### config.mk
export PLATFORM = sky130hd
export DESIGN_NAME = cpu_top
export DESIGN_NICKNAME = d
export VERILOG_FILES = /design/src/common/cpu_pkg.sv /design/src/source/cpu_top.sv /design/src/source/wb_master.sv /design/src/control/control_unit.sv /design/src/datapath/datapath.sv /design/src/datapath/alu.sv
export SDC_FILE = /design/constraint.sdc
export NUM_CORES = 1
export LEC_CHECK = 0
export BUFFER_PORTS_ARGS = -buffer_cell sky130_fd_sc_hd__clkbuf_2
export CORE_UTILIZATION = 40
export DETAILED_ROUTE_END_ITERATION = 16
export GPL_TIMING_DRIVEN = 0
export PLACE_DENSITY = 0.56
export SLEW_MARGIN = 20
export SYNTH_ARGS = -nofsm -noshare
export SYNTH_HDL_FRONTEND = slang
export SYNTH_SLANG_ARGS = --single-unit
### constraint.sdc
create_clock -name clk -period 7 [get_ports clk]
set_input_delay 1.4 -clock clk [delete_from_list [all_inputs] [get_ports clk]]
set_output_delay 1.4 -clock clk [all_outputs]
set_load 0.05 [all_outputs]
### src/common/cpu_pkg.sv
`default_nettype none

package cpu_pkg;

	localparam int WORD_SIZE = 16;
	localparam int NUM_REGS = 4;

	// Upper four bits of the instruction word
	typedef enum logic [3:0] {
		OP_BNE = 4'd0,
		OP_BEQ = 4'd1,
		OP_BGZ = 4'd2,
		OP_BLZ = 4'd3,
		OP_ADI = 4'd4,
		OP_ORI = 4'd5,
		OP_LHI = 4'd6,
		OP_LWD = 4'd7,
		OP_SWD = 4'd8,
		OP_JMP = 4'd9,
		OP_JAL = 4'd10,
		OP_RTYPE = 4'd15
	} opcode_t;

	// Low six bits of an R-type instruction
	typedef enum logic [5:0] {
		FUNC_ADD = 6'd0,
		FUNC_SUB = 6'd1,
		FUNC_AND = 6'd2,
		FUNC_ORR = 6'd3,
		FUNC_NOT = 6'd4,
		FUNC_TCP = 6'd5,
		FUNC_SHL = 6'd6,
		FUNC_SHR = 6'd7,
		FUNC_JPR = 6'd25,
		FUNC_JRL = 6'd26,
		FUNC_WWD = 6'd28,
		FUNC_HLT = 6'd29
	} func_t;

	typedef enum logic [3:0] {
		ALU_ADD,
		ALU_SUB,
		ALU_AND,
		ALU_OR,
		ALU_NOT,
		ALU_TCP,
		ALU_ALS,
		ALU_ARS,
		ALU_ZERO
	} alu_op_t;

	typedef enum logic [2:0] {
		STEP_IF,
		STEP_ID,
		STEP_EX,
		STEP_MEM,
		STEP_WB
	} micro_step_t;

	typedef struct packed {
		logic wwd_en;      // Drive the output port
		logic pc_jump;     // PC takes jump target
		logic pc_branch;   // PC takes branch target if taken
		logic pc_from_reg; // Jump target is rs
		logic link;        // PC+1 into register 2
		logic lhi;         // Immediate into the upper half
		logic mem_read;
		logic mem_write;
		logic reg_write;
		alu_op_t alu_op;
		logic alu_src_imm; // Operand B from the immediate
	} ctrl_t;

	typedef struct packed {
		logic cyc;
		logic stb;
		logic we;
		logic [WORD_SIZE-1:0] adr;
		logic [WORD_SIZE-1:0] dat_w;
	} wb_req_t;

	typedef struct packed {
		logic ack;
		logic [WORD_SIZE-1:0] dat_r;
	} wb_rsp_t;

endpackage

`default_nettype wire
### src/source/cpu_top.sv
`default_nettype none

module cpu_top import cpu_pkg::*; (
	input wire clk,
	input wire reset_n,
	output wb_req_t wb_req,
	input wire wb_rsp_t wb_rsp,
	output logic [WORD_SIZE-1:0] output_port,
	output logic output_valid,
	output logic [WORD_SIZE-1:0] num_inst,
	output logic is_halted
);

	ctrl_t ctrl;
	micro_step_t micro_step;
	logic bus_req;
	logic bus_we;
	logic bus_done;
	logic ir_load;
	logic pc_update;
	logic reg_commit;
	logic mdr_load;
	logic [WORD_SIZE-1:0] instr;
	logic [WORD_SIZE-1:0] mem_addr;
	logic [WORD_SIZE-1:0] mem_wdata;
	logic [WORD_SIZE-1:0] rd_data;

	control_unit u_control (
		.clk (clk),
		.reset_n (reset_n),
		.instr (instr),
		.bus_done (bus_done),
		.ctrl (ctrl),
		.micro_step (micro_step),
		.bus_req (bus_req),
		.bus_we (bus_we),
		.bus_instr (),
		.ir_load (ir_load),
		.pc_update (pc_update),
		.reg_commit (reg_commit),
		.mdr_load (mdr_load),
		.num_inst (num_inst),
		.is_halted (is_halted)
	);

	datapath u_datapath (
		.clk (clk),
		.reset_n (reset_n),
		.ctrl (ctrl),
		.micro_step (micro_step),
		.ir_load (ir_load),
		.pc_update (pc_update),
		.reg_commit (reg_commit),
		.mdr_load (mdr_load),
		.rd_data (rd_data),
		.instr (instr),
		.mem_addr (mem_addr),
		.mem_wdata (mem_wdata),
		.output_port (output_port),
		.output_valid (output_valid)
	);

	wb_master u_wb_master (
		.clk (clk),
		.reset_n (reset_n),
		.bus_req (bus_req),
		.bus_we (bus_we),
		.addr (mem_addr),
		.wdata (mem_wdata),
		.wb_req (wb_req),
		.wb_rsp (wb_rsp),
		.bus_done (bus_done),
		.rd_data (rd_data)
	);

endmodule

`default_nettype wire

### src/source/wb_master.sv
`default_nettype none

module wb_master import cpu_pkg::*; (
	input wire clk,
	input wire reset_n,
	input wire bus_req,
	input wire bus_we,
	input wire [WORD_SIZE-1:0] addr,
	input wire [WORD_SIZE-1:0] wdata,
	output wb_req_t wb_req,
	input wire wb_rsp_t wb_rsp,
	output logic bus_done,
	output logic [WORD_SIZE-1:0] rd_data
);

	logic cyc;
	logic gap; // Idle cycle after each ack
	logic we_q;
	logic [WORD_SIZE-1:0] adr_q;
	logic [WORD_SIZE-1:0] dat_q;

	always_ff @(posedge clk) begin
		if (!reset_n) begin
			cyc <= 1'b0;
			gap <= 1'b0;
		end else begin
			gap <= 1'b0;
			if (cyc) begin
				if (wb_rsp.ack) begin
					cyc <= 1'b0;
					gap <= 1'b1;
				end
			end else if (bus_req && !gap) begin
				cyc <= 1'b1;
			end
		end
	end

	// Address and data held for the whole cycle
	always_ff @(posedge clk) begin
		if (!cyc && bus_req && !gap) begin
			we_q <= bus_we;
			adr_q <= addr;
			dat_q <= wdata;
		end
	end

	always_comb begin
		wb_req.cyc = cyc;
		wb_req.stb = cyc;
		wb_req.we = we_q;
		wb_req.adr = adr_q;
		wb_req.dat_w = dat_q;
	end

	assign bus_done = cyc && wb_rsp.ack;
	assign rd_data = wb_rsp.dat_r;

endmodule

`default_nettype wire

### src/control/control_unit.sv
`default_nettype none

module control_unit import cpu_pkg::*; (
	input wire clk,
	input wire reset_n,
	input wire [WORD_SIZE-1:0] instr,
	input wire bus_done,
	output ctrl_t ctrl,
	output micro_step_t micro_step,
	output logic bus_req,
	output logic bus_we,
	output logic bus_instr,
	output logic ir_load,
	output logic pc_update,
	output logic reg_commit,
	output logic mdr_load,
	output logic [WORD_SIZE-1:0] num_inst,
	output logic is_halted
);

	opcode_t opcode;
	func_t func;
	micro_step_t next_step;
	logic is_hlt;
	logic direct_jump;
	logic retire;

	assign opcode = opcode_t'(instr[15:12]);
	assign func = func_t'(instr[5:0]);
	assign is_hlt = (opcode == OP_RTYPE) && (func == FUNC_HLT);
	assign direct_jump = (opcode == OP_JMP) || (opcode == OP_JAL);

	always_comb begin
		ctrl = '0;
		case (opcode)
			OP_RTYPE: begin
				case (func)
					FUNC_ADD, FUNC_SUB, FUNC_AND, FUNC_ORR,
					FUNC_NOT, FUNC_TCP, FUNC_SHL, FUNC_SHR: ctrl.reg_write = 1'b1;
					FUNC_JPR: begin
						ctrl.pc_jump = 1'b1;
						ctrl.pc_from_reg = 1'b1;
						ctrl.alu_op = ALU_ZERO;
					end
					FUNC_JRL: begin
						ctrl.pc_jump = 1'b1;
						ctrl.pc_from_reg = 1'b1;
						ctrl.link = 1'b1;
						ctrl.reg_write = 1'b1;
						ctrl.alu_op = ALU_ZERO;
					end
					FUNC_WWD: ctrl.wwd_en = 1'b1;
					default: ctrl = '0; // HLT and unused codes
				endcase
				case (func)
					FUNC_ADD: ctrl.alu_op = ALU_ADD;
					FUNC_SUB: ctrl.alu_op = ALU_SUB;
					FUNC_AND: ctrl.alu_op = ALU_AND;
					FUNC_ORR: ctrl.alu_op = ALU_OR;
					FUNC_NOT: ctrl.alu_op = ALU_NOT;
					FUNC_TCP: ctrl.alu_op = ALU_TCP;
					FUNC_SHL: ctrl.alu_op = ALU_ALS;
					FUNC_SHR: ctrl.alu_op = ALU_ARS;
					default: ;
				endcase
			end
			OP_ADI: begin
				ctrl.reg_write = 1'b1;
				ctrl.alu_op = ALU_ADD;
				ctrl.alu_src_imm = 1'b1;
			end
			OP_ORI: begin
				ctrl.reg_write = 1'b1;
				ctrl.alu_op = ALU_OR;
				ctrl.alu_src_imm = 1'b1;
			end
			OP_LHI: begin
				ctrl.lhi = 1'b1;
				ctrl.reg_write = 1'b1;
				ctrl.alu_op = ALU_ZERO;
			end
			OP_LWD: begin
				ctrl.mem_read = 1'b1;
				ctrl.reg_write = 1'b1;
				ctrl.alu_op = ALU_ADD; // rs + imm
				ctrl.alu_src_imm = 1'b1;
			end
			OP_SWD: begin
				ctrl.mem_write = 1'b1;
				ctrl.alu_op = ALU_ADD;
				ctrl.alu_src_imm = 1'b1;
			end
			OP_BNE, OP_BEQ, OP_BGZ, OP_BLZ: begin
				ctrl.pc_branch = 1'b1;
				ctrl.alu_op = ALU_SUB; // rs against rt, target built in datapath
			end
			OP_JMP: begin
				ctrl.pc_jump = 1'b1;
				ctrl.alu_op = ALU_ZERO;
			end
			OP_JAL: begin
				ctrl.pc_jump = 1'b1;
				ctrl.link = 1'b1;
				ctrl.reg_write = 1'b1;
				ctrl.alu_op = ALU_ZERO;
			end
			default: ctrl = '0;
		endcase
	end

	// Step sequencing, with the retire cycle marked
	always_comb begin
		next_step = micro_step;
		retire = 1'b0;
		case (micro_step)
			STEP_IF: if (bus_done) next_step = direct_jump ? STEP_EX : STEP_ID;
			STEP_ID: next_step = STEP_EX;
			STEP_EX: begin
				if (is_hlt) begin
					next_step = STEP_EX; // Parked here once halted
				end else if (ctrl.pc_branch || ctrl.wwd_en) begin
					retire = 1'b1;
					next_step = STEP_IF;
				end else if (ctrl.mem_read || ctrl.mem_write) begin
					next_step = STEP_MEM;
				end else begin
					next_step = STEP_WB;
				end
			end
			STEP_MEM: begin
				if (bus_done) begin
					retire = ctrl.mem_write; // Store ends here
					next_step = ctrl.mem_write ? STEP_IF : STEP_WB;
				end
			end
			STEP_WB: begin
				retire = 1'b1;
				next_step = STEP_IF;
			end
			default: next_step = STEP_IF;
		endcase
	end

	always_ff @(posedge clk) begin
		if (!reset_n) begin
			micro_step <= STEP_IF;
			num_inst <= '0;
			is_halted <= 1'b0;
		end else if (!is_halted) begin
			micro_step <= next_step;
			if (retire)
				num_inst <= num_inst + WORD_SIZE'(1);
			if (micro_step == STEP_EX && is_hlt)
				is_halted <= 1'b1; // HLT itself is not counted
		end
	end

	assign bus_instr = (micro_step == STEP_IF);
	assign bus_req = !is_halted && (bus_instr || micro_step == STEP_MEM);
	assign bus_we = (micro_step == STEP_MEM) && ctrl.mem_write;
	assign ir_load = bus_instr && bus_done;
	assign mdr_load = (micro_step == STEP_MEM) && bus_done && ctrl.mem_read;
	assign pc_update = retire;
	assign reg_commit = (micro_step == STEP_WB) && ctrl.reg_write;

endmodule

`default_nettype wire

### src/datapath/datapath.sv
`default_nettype none

module datapath import cpu_pkg::*; (
	input wire clk,
	input wire reset_n,
	input wire ctrl_t ctrl,
	input wire micro_step_t micro_step,
	input wire ir_load,
	input wire pc_update,
	input wire reg_commit,
	input wire mdr_load,
	input wire [WORD_SIZE-1:0] rd_data,
	output logic [WORD_SIZE-1:0] instr,
	output logic [WORD_SIZE-1:0] mem_addr,
	output logic [WORD_SIZE-1:0] mem_wdata,
	output logic [WORD_SIZE-1:0] output_port,
	output logic output_valid
);

	logic [WORD_SIZE-1:0] pc;
	logic [WORD_SIZE-1:0] ir;
	logic [WORD_SIZE-1:0] mdr;
	logic [WORD_SIZE-1:0] out_reg;
	logic [WORD_SIZE-1:0] regs [NUM_REGS];

	opcode_t opcode;
	logic [1:0] rs;
	logic [1:0] rt;
	logic [1:0] rd;
	logic [1:0] dest;
	logic [WORD_SIZE-1:0] imm_ext;
	logic [WORD_SIZE-1:0] jump_target;
	logic [WORD_SIZE-1:0] pc_plus1;
	logic [WORD_SIZE-1:0] next_pc;
	logic [WORD_SIZE-1:0] wr_data;
	logic [WORD_SIZE-1:0] op_b;
	logic [WORD_SIZE-1:0] alu_result;
	logic branch_taken;

	assign opcode = opcode_t'(ir[15:12]);
	assign rs = ir[11:10];
	assign rt = ir[9:8];
	assign rd = ir[7:6];
	assign imm_ext = {{(WORD_SIZE-8){ir[7]}}, ir[7:0]};
	assign jump_target = {pc[WORD_SIZE-1:12], ir[11:0]};
	assign pc_plus1 = pc + WORD_SIZE'(1);

	// Decoder sees the fetched word already in its ack cycle
	assign instr = ir_load ? rd_data : ir;

	assign op_b = ctrl.alu_src_imm ? imm_ext : regs[rt];

	alu u_alu (
		.op_a (regs[rs]),
		.op_b (op_b),
		.alu_op (ctrl.alu_op),
		.opcode (opcode),
		.result (alu_result),
		.branch_taken (branch_taken)
	);

	always_comb begin
		if (ctrl.pc_jump)
			next_pc = ctrl.pc_from_reg ? regs[rs] : jump_target;
		else if (ctrl.pc_branch && branch_taken)
			next_pc = pc_plus1 + imm_ext;
		else
			next_pc = pc_plus1;
	end

	// R-type writes rd, I-type writes rt, links go to register 2
	always_comb begin
		if (ctrl.link)
			dest = 2'd2;
		else if (opcode == OP_RTYPE)
			dest = rd;
		else
			dest = rt;
	end

	always_comb begin
		if (ctrl.link)
			wr_data = pc_plus1;
		else if (ctrl.lhi)
			wr_data = {ir[7:0], 8'h00};
		else if (ctrl.mem_read)
			wr_data = mdr;
		else
			wr_data = alu_result;
	end

	always_ff @(posedge clk) begin
		if (!reset_n) begin
			pc <= '0;
			ir <= '0;
		end else begin
			if (pc_update)
				pc <= next_pc;
			if (ir_load)
				ir <= rd_data;
		end
	end

	always_ff @(posedge clk) begin
		if (mdr_load)
			mdr <= rd_data;
		if (reg_commit)
			regs[dest] <= wr_data;
		if (output_valid)
			out_reg <= regs[rs];
	end

	assign mem_addr = (micro_step == STEP_MEM) ? alu_result : pc;
	assign mem_wdata = regs[rt];

	assign output_valid = (micro_step == STEP_EX) && ctrl.wwd_en;
	assign output_port = output_valid ? regs[rs] : out_reg; // Value visible in the EX cycle

endmodule

`default_nettype wire

### src/datapath/alu.sv
`default_nettype none

module alu import cpu_pkg::*; (
	input wire [WORD_SIZE-1:0] op_a,
	input wire [WORD_SIZE-1:0] op_b,
	input wire alu_op_t alu_op,
	input wire opcode_t opcode,
	output logic [WORD_SIZE-1:0] result,
	output logic branch_taken
);

	always_comb begin
		case (alu_op)
			ALU_ADD: result = op_a + op_b;
			ALU_SUB: result = op_a - op_b;
			ALU_AND: result = op_a & op_b;
			ALU_OR: result = op_a | op_b;
			ALU_NOT: result = ~op_a;
			ALU_TCP: result = ~op_a + WORD_SIZE'(1); // Two's complement
			ALU_ALS: result = {op_a[WORD_SIZE-2:0], 1'b0};
			ALU_ARS: result = {op_a[WORD_SIZE-1], op_a[WORD_SIZE-1:1]}; // Sign kept
			default: result = '0;
		endcase
	end

	always_comb begin
		case (opcode)
			OP_BNE: branch_taken = (op_a != op_b);
			OP_BEQ: branch_taken = (op_a == op_b);
			OP_BGZ: branch_taken = ($signed(op_a) > 0);
			OP_BLZ: branch_taken = ($signed(op_a) < 0);
			default: branch_taken = 1'b0;
		endcase
	end

endmodule

`default_nettype wire

# --- After elaboration in Yosys (flattened, before gate mapping) ---
# Memories as Yosys holds them, arrays and structs flattened. A register that Yosys moved wholly into a read port is not among the register bits.
# Index checks and enable logic that the tools add are counted.
word_totals:
  memories: 1
  word_cells: 161
  ram_bits: 64
  ff_bits: 119
  out_inout_bits: 69
mem_list:
  columns: ["memory", "words", "word_bits", "rd", "rd_clocked_by_memory_dff", "write_ports", "line", "rtl"]
  rows:
  - ["u_datapath.regs", 4, 16, 2, 2, 1, "datapath.sv:24", "logic [WORD_SIZE-1:0] regs [NUM_REGS];"]
op_classes:
  reduce_logical: 37
  n_bitwise: 4
  n_lt_le_gt_ge: 2
  n_eq_ne: 42
  add_sub_neg: 6
  muxes: 55
op_table:
  columns: ["op", "n"]
  rows:
  - ["$mux W16", 10]
  - ["$pmux W16 S8", 1]
  - ["$add A16 B1 Y16 const B", 3]
  - ["$add A16 B16 Y16", 2]
  - ["$eq A4 B3 Y1 const B", 8]
  - ["$pmux W4 S8", 1]
  - ["$eq A4 B2 Y1 const B", 6]
  - ["$eq A6 B3 Y1 const B", 4]
  - ["$eq A6 B5 Y1 const B", 4]
  - ["$mux W1", 22]
  - ["$eq A4 B4 Y1 const B", 5]
  - ["$mux W3", 6]
  - ["$and A16 B16 Y16", 1]
  - ["$eq A16 B16 Y1", 1]
  - ["$gt A16 B1 Y1 const B", 1]
  - ["$lt A16 B1 Y1 const B", 1]
  - ["$ne A16 B16 Y1", 1]
  - ["$not A16 Y16", 1]
  - ["$or A16 B16 Y16", 1]
  - ["$pmux W4 S4", 1]
  - ["$sub A16 B16 Y16", 1]
  - ["$logic_and A1 B1 Y1", 14]
  - ["$mux W2", 7]
  - ["$eq A4 B1 Y1 const B", 3]
  - ["other kinds (24)", 41]

# --- Longest topological paths before layout ---
logic_depth:
  word_depth: 13
  depth_mapped: 20
  ltp_nobuf: 17

# --- Cells and area by module ---
# Synthesis repeated with hierarchy kept, for this count alone.
hier_totals:
  hier_cells: 1273
  area_unflattened_um2: 12673.4
modules_own_cells:
  columns: ["module", "instances", "cells_per_inst", "seq_area_each_um2", "area_each_um2"]
  rows:
  - ["datapath", 1, 626, 3363.2, 7243.2]
  - ["alu", 1, 403, 0.0, 2817.7]
  - ["control_unit", 1, 185, 400.4, 1397.6]
  - ["wb_master", 1, 59, 1031.0, 1214.9]

# --- Least setup slack after synthesis ---
# Ideal clock, no wire load.
synth_timing:
  path_type: "in2reg"
  startpoint: "in wb_rsp[16] in the netlist's numbering"
  endpoint: "reg u_datapath.pc[14]"
  arrival_ps: 5594
  path_stages: 18
  path_buffers: 4
  setup_ps: 135
  slack_ps: 1271
  path_cell_list: "and4bb_2 nand2_4 buf_6 and3_1 a31oi_1 clkbuf_1 a21o_1 ha_1 clkbuf_1 or4_1 or4_1 o31ai_1 a21oi_1 a21oi_2 buf_2 o211ai_1 o211ai_1 o22ai_1"
synth_via:
  elab_chain_cells: 12
  elab_cells_between_ends: 45
synth_rtl:
  columns: ["item", "line", "rtl"]
  rows:
  - ["start: declaration", "cpu_top.sv:7", "input wire wb_rsp_t wb_rsp,"]
  - ["$logic_and A1 B1 Y1 (*)", "wb_master.sv:56", "assign bus_done = cyc && wb_rsp.ack;"]
  - ["$logic_and A1 B1 Y1", "control_unit.sv:161", "assign ir_load = bus_instr && bus_done;"]
  - ["$mux W16", "datapath.sv:49", "assign instr = ir_load ? rd_data : ir;"]
  - ["$eq A4 B4 Y1 / $eq A4 B3 Y1 (equally long branches)", "control_unit.sv:35", "case (opcode)"]
  - ["$reduce_or A4 Y1 (no line)", null, null]
  - ["$mux W1", null, null]
  - ["$mux W16", "datapath.sv:51", "assign op_b = ctrl.alu_src_imm ? imm_ext : regs[rt];"]
  - ["$eq A16 B16 Y1 / $ne A16 B16 Y1 (equally long branches)", "alu.sv:29, alu.sv:28", null]
  - ["$pmux W1 S4", "alu.sv:27", "case (opcode)"]
  - ["$logic_and A1 B1 Y1", "datapath.sv:65", "else if (ctrl.pc_branch && branch_taken)"]
  - ["$mux W16", "datapath.sv:65", null]
  - ["$mux W16", "datapath.sv:63", "if (ctrl.pc_jump)"]
  - ["end signal: assignment", "datapath.sv:98", "pc <= next_pc;"]
  - ["end: declaration", "datapath.sv:20", "logic [WORD_SIZE-1:0] pc;"]
# Every way passes the cells marked *; elsewhere a longest branch is shown, timed or not.
# A chain may end at the register's enable or synchronous reset.

# --- Final worst setup path ---
# Same ends and word-level chain as after synthesis.

==> implementation parameters <==
Parameter                              Value

Yosys
  Synth Cell Area    roughly 0.012 mm2
  Most used flip-flop cell after synthesis    sky130_fd_sc_hd__edfxtp_1
  Number of synthesized flops with an enable pin    roughly 110
  Top-area cell type share of the netlist area    27.3%
  Nets in the synthesized netlist    between 1,000 and 1,500
  Flip-flop and latch count after synthesis    approximately 190
  Async S/R FF share, synth    0%
  Cell variety after synth    slightly below 90
  Post-synthesis sequential area ratio    between 30% and 40%
  Average cell area after synthesis    approximately 10 um2
  Largest cells by area after synthesis    sky130_fd_sc_hd__edfxtp_1 (27%), sky130_fd_sc_hd__dfxtp_1 (12%), sky130_fd_sc_hd__ha_1 (6.7%)
  Cells after synthesis    roughly 1,300
  Post-synthesis cell type with the largest combined area    sky130_fd_sc_hd__edfxtp_1
  Number of warnings reported in the yosys synthesis log    0

Worst setup path
  Setup slack, reg-to-reg    about 0.86 ns
  Worst flop-to-flop path endpoint    u_datapath.pc[14]
  Biggest fanout along the worst timing path    10
  Path depth of the worst reg2reg path    19
  Worst path top cell family by delay    compound AO/OA/AOI/OAI gates
  CP Buf/Inv Count    5
  Worst endpoint data arrival time    around 7 ns
  Setup crit start kind    primary input
  Endpoint required time on the critical path    7.33 ns
  Most numerous cell on the critical path    sky130_fd_sc_hd__clkbuf_1
  Crit-path max cell delay    0.64 ns
  Max stage delay cell, worst path    sky130_fd_sc_hd__or4_1
  Setup crit end kind    flip-flop
  Category of the critical setup timing path    in2reg
  Worst path cell trace    clkbuf_2, nand4bb_4, nor2_4, clkbuf_1, a31oi_4, nor2b_1, clkbuf_1, a21o_1, ha_1, clkbuf_1, or4_1, or4_1, o31ai_1, a21oi_1, a21oi_2, buf_2, o211ai_1, o211ai_1, o22ai_1
  Startpoint of the lowest-slack register-to-register path    u_control.micro_step[2]

Timing
  F_max    around 150 MHz
  RSZ-0062 raised after global routing    no
  Transition at the pin with the smallest max-transition slack    ~1.2 ns
  Setup Total Neg Slack    0 ns
  Setup violators final    0
  Final clock period utilization by the worst path    roughly 95%
  Min Clock Period, post-route    6.66 ns
  Setup clock skew after layout    between 0.015 and 0.02 ns
  Worst setup margin    0.336 ns
  Final hold violations    0
  Max-slew violation count    0
  Headroom to the max-slew limit    a little under 20%

Outcome
  Result of the run    finished clean

Clocking
  Clock-pin slew on the worst setup and hold paths    0.09 ns
  Depth of the CTS H-tree    4
  Number of buffers created by CTS    17
  Clk_lat worst skew    0.46 ns
  TritonCTS clock tree    done
  Post-CTS Repair Setup Buffers    0
  Largest buffer count on any clock path    2
  Total clock sinks    roughly 190
  Root buffer cell    sky130_fd_sc_hd__clkbuf_16

GRT
  Pin count of the biggest net entering global routing    22
  Overflow after GRT    0
  Vias in the first global route    roughly 10,000
  All-Layer GR Usage    between 20% and 30%
  First-pass GRT wire length    64,400 um
  Antenna violations before repair    0

Placed design
  Half-perimeter wire length after detailed placement    around 34,000 um
  DP Worst Slack    -0.473 ns
  Instance area after placement    ~0.014 mm2
  Count of input and output buffers    86
  Routability Congestion    approximately 0.99

Min path
  Min-delay worst type    reg2reg
  Depth of the worst hold-timing path    2
  Hold_sp    u_datapath.out_reg[0]
  Hold endpoint    u_datapath.out_reg[0]

Route
  Max Used Layer    met4
  Count of routing violations after the opening detailed-route iteration    1,177
  Post-route antenna net violation count    0
  DR DRC count    0
  Wire length on met1    around 19,000 um
  WL per Instance    roughly 25 um
  Number of iterations in the first detailed-routing pass    7
  Vias    between 10,000 and 15,000
  Via-per-instance ratio    ~6
  Wire length on met3    around 3500 um
  Length of routed met2 wiring    20,000 um
  Final routed wirelength across all metal layers    about 44,000 um

Floorplan
  Chip Width    178 um
  Vertical extent of the die    ~180 um
  Starting Density    40.7%
  Total number of placement rows    64
  I/O pin cnt    88
  Die area    roughly 0.032 mm2
  Floorplan core area    between 0.03 and 0.04 mm2

Finish
  Multi-input gate area    roughly 0.0070 mm2
  Inserted Diodes    0
  Max FFs per register    64
  Flip-flop and latch area    0.00487 mm2
  Commonest non-fill, non-tap cells in the layout    sky130_fd_sc_hd__nand2_1 (121), sky130_fd_sc_hd__edfxtp_1 (113), sky130_fd_sc_hd__clkbuf_2 (87), sky130_fd_sc_hd__dfxtp_1 (74), sky130_fd_sc_hd__ha_1 (67)
  Biggest register    u_datapath.regs
  Leading cell type in the layout, fill and taps excluded    sky130_fd_sc_hd__nand2_1
  Cell area after layout    ~0.014 mm2
  Number of nets at the end of the flow    ~1,500
  Fillcell total    ~2,900
  Layout cell share with drive strength beyond 1    ~17%
  Area growth from synthesis to layout    13.5%

Pwr
  Power per cell area    between 300 and 400 mW/mm2
  Static power due to leakage    about 0.0055 uW
  Worst IR Drop VDD    between 0.2 and 0.25 mV

Job
  Max-capacitance violation count    0
-- worst min-delay path, stage by stage (launching register included) --
cell                      delay, ns
sky130_fd_sc_hd__dfxtp_1       0.31
sky130_fd_sc_hd__nand2_1       0.04
sky130_fd_sc_hd__o21ai_0       0.08
-- synth_stat cells (30+ instances only) --
| library cell | n |
|---|---|
| sky130_fd_sc_hd__mux4_2 | 32 |
| sky130_fd_sc_hd__dfxtp_1 | 74 |
| sky130_fd_sc_hd__clkbuf_1 | 51 |
| sky130_fd_sc_hd__edfxtp_1 | 113 |
| sky130_fd_sc_hd__xnor2_1 | 50 |
| sky130_fd_sc_hd__ha_1 | 67 |
| sky130_fd_sc_hd__o21ai_0 | 65 |
| sky130_fd_sc_hd__a21oi_1 | 58 |
| sky130_fd_sc_hd__nor3_1 | 30 |
| sky130_fd_sc_hd__inv_1 | 63 |
| sky130_fd_sc_hd__nand2_1 | 121 |
| sky130_fd_sc_hd__nor2_1 | 69 |
-- stage by stage --
stage	util [%]	std cells	hold WS [ns]	total power, uW
2_1_floorplan	-	1263	0.463	3290
3_3_place_gp	43.7	1745	0.444	4080
3_5_place_dp	44.2	1756	0.456	4090
4_1_cts	46.2	1788	0.476	5110
5_1_grt	46.2	1788	0.489	5360
6_report	46.2	1788	0.467	5160
-- logic make-up (layout without fill, tap and decap cells) --
kind of cell	after synthesis	in the layout	share of synthesized area [%]
xor gates and xnor gates	69	69	4.85
buffers and inverters	143	272	4.97
AOI/OAI and AO/OA	349	349	19.2
DFF	187	187	39.2
muxes	68	68	9.06
adders and majority gates	70	70	7.22
and+or+nand+nor	377	377	15.5
-- power breakdown --
part           leakage [uW]  switching, uW  internal, uW
sequential          0.00165            104          1460
combinational       0.00358           1800           776
clock              0.000292            527           488
-- worst max path at each step --
stage / start / endpoint / slack, ns / cells after the start
finish: wb_rsp[16] / u_datapath.pc[14] / 0.34 / 19
global route: wb_rsp[16] / u_datapath.regs[2][11] / 0.14 / 18
CTS: wb_rsp[16] / u_datapath.regs[3][11] / 0.06 / 18
detailed placement: wb_rsp[16] / u_datapath.regs[2][14] / -0.47 / 19
global placement: u_control.micro_step[1] / u_wb_master.dat_q[8] / -0.87 / 4
floorplan: wb_rsp[16] / u_datapath.pc[14] / 1.27 / 18
-- routing by layer --
metal | vias up | GRT usage (%)
met2 | 556 | 43.0
met1 | 5326 | 38.2
met5 | - | 0
met3 | 85 | 5.31
met4 | 0 | 13.3
li1 | 4963 | -
-- final cells by class --
type	count	share of cell area [%]
clock inverter	15	1.29
clock buffer	17	3.01
sequential	187	34.5
inverter	64	1.70
multi-input combinational	933	49.6
timing repair buffer	97	3.73
buffer	79	2.69
tap	396	3.51
-- what timing repair did --
item                                    4_1_cts  5_1_grt
gates resized for setup                       1        3
hold buffers                                  0        0
endpoints found under the setup margin        4       13
No activity file was read; power rests on OpenSTA's default activity.
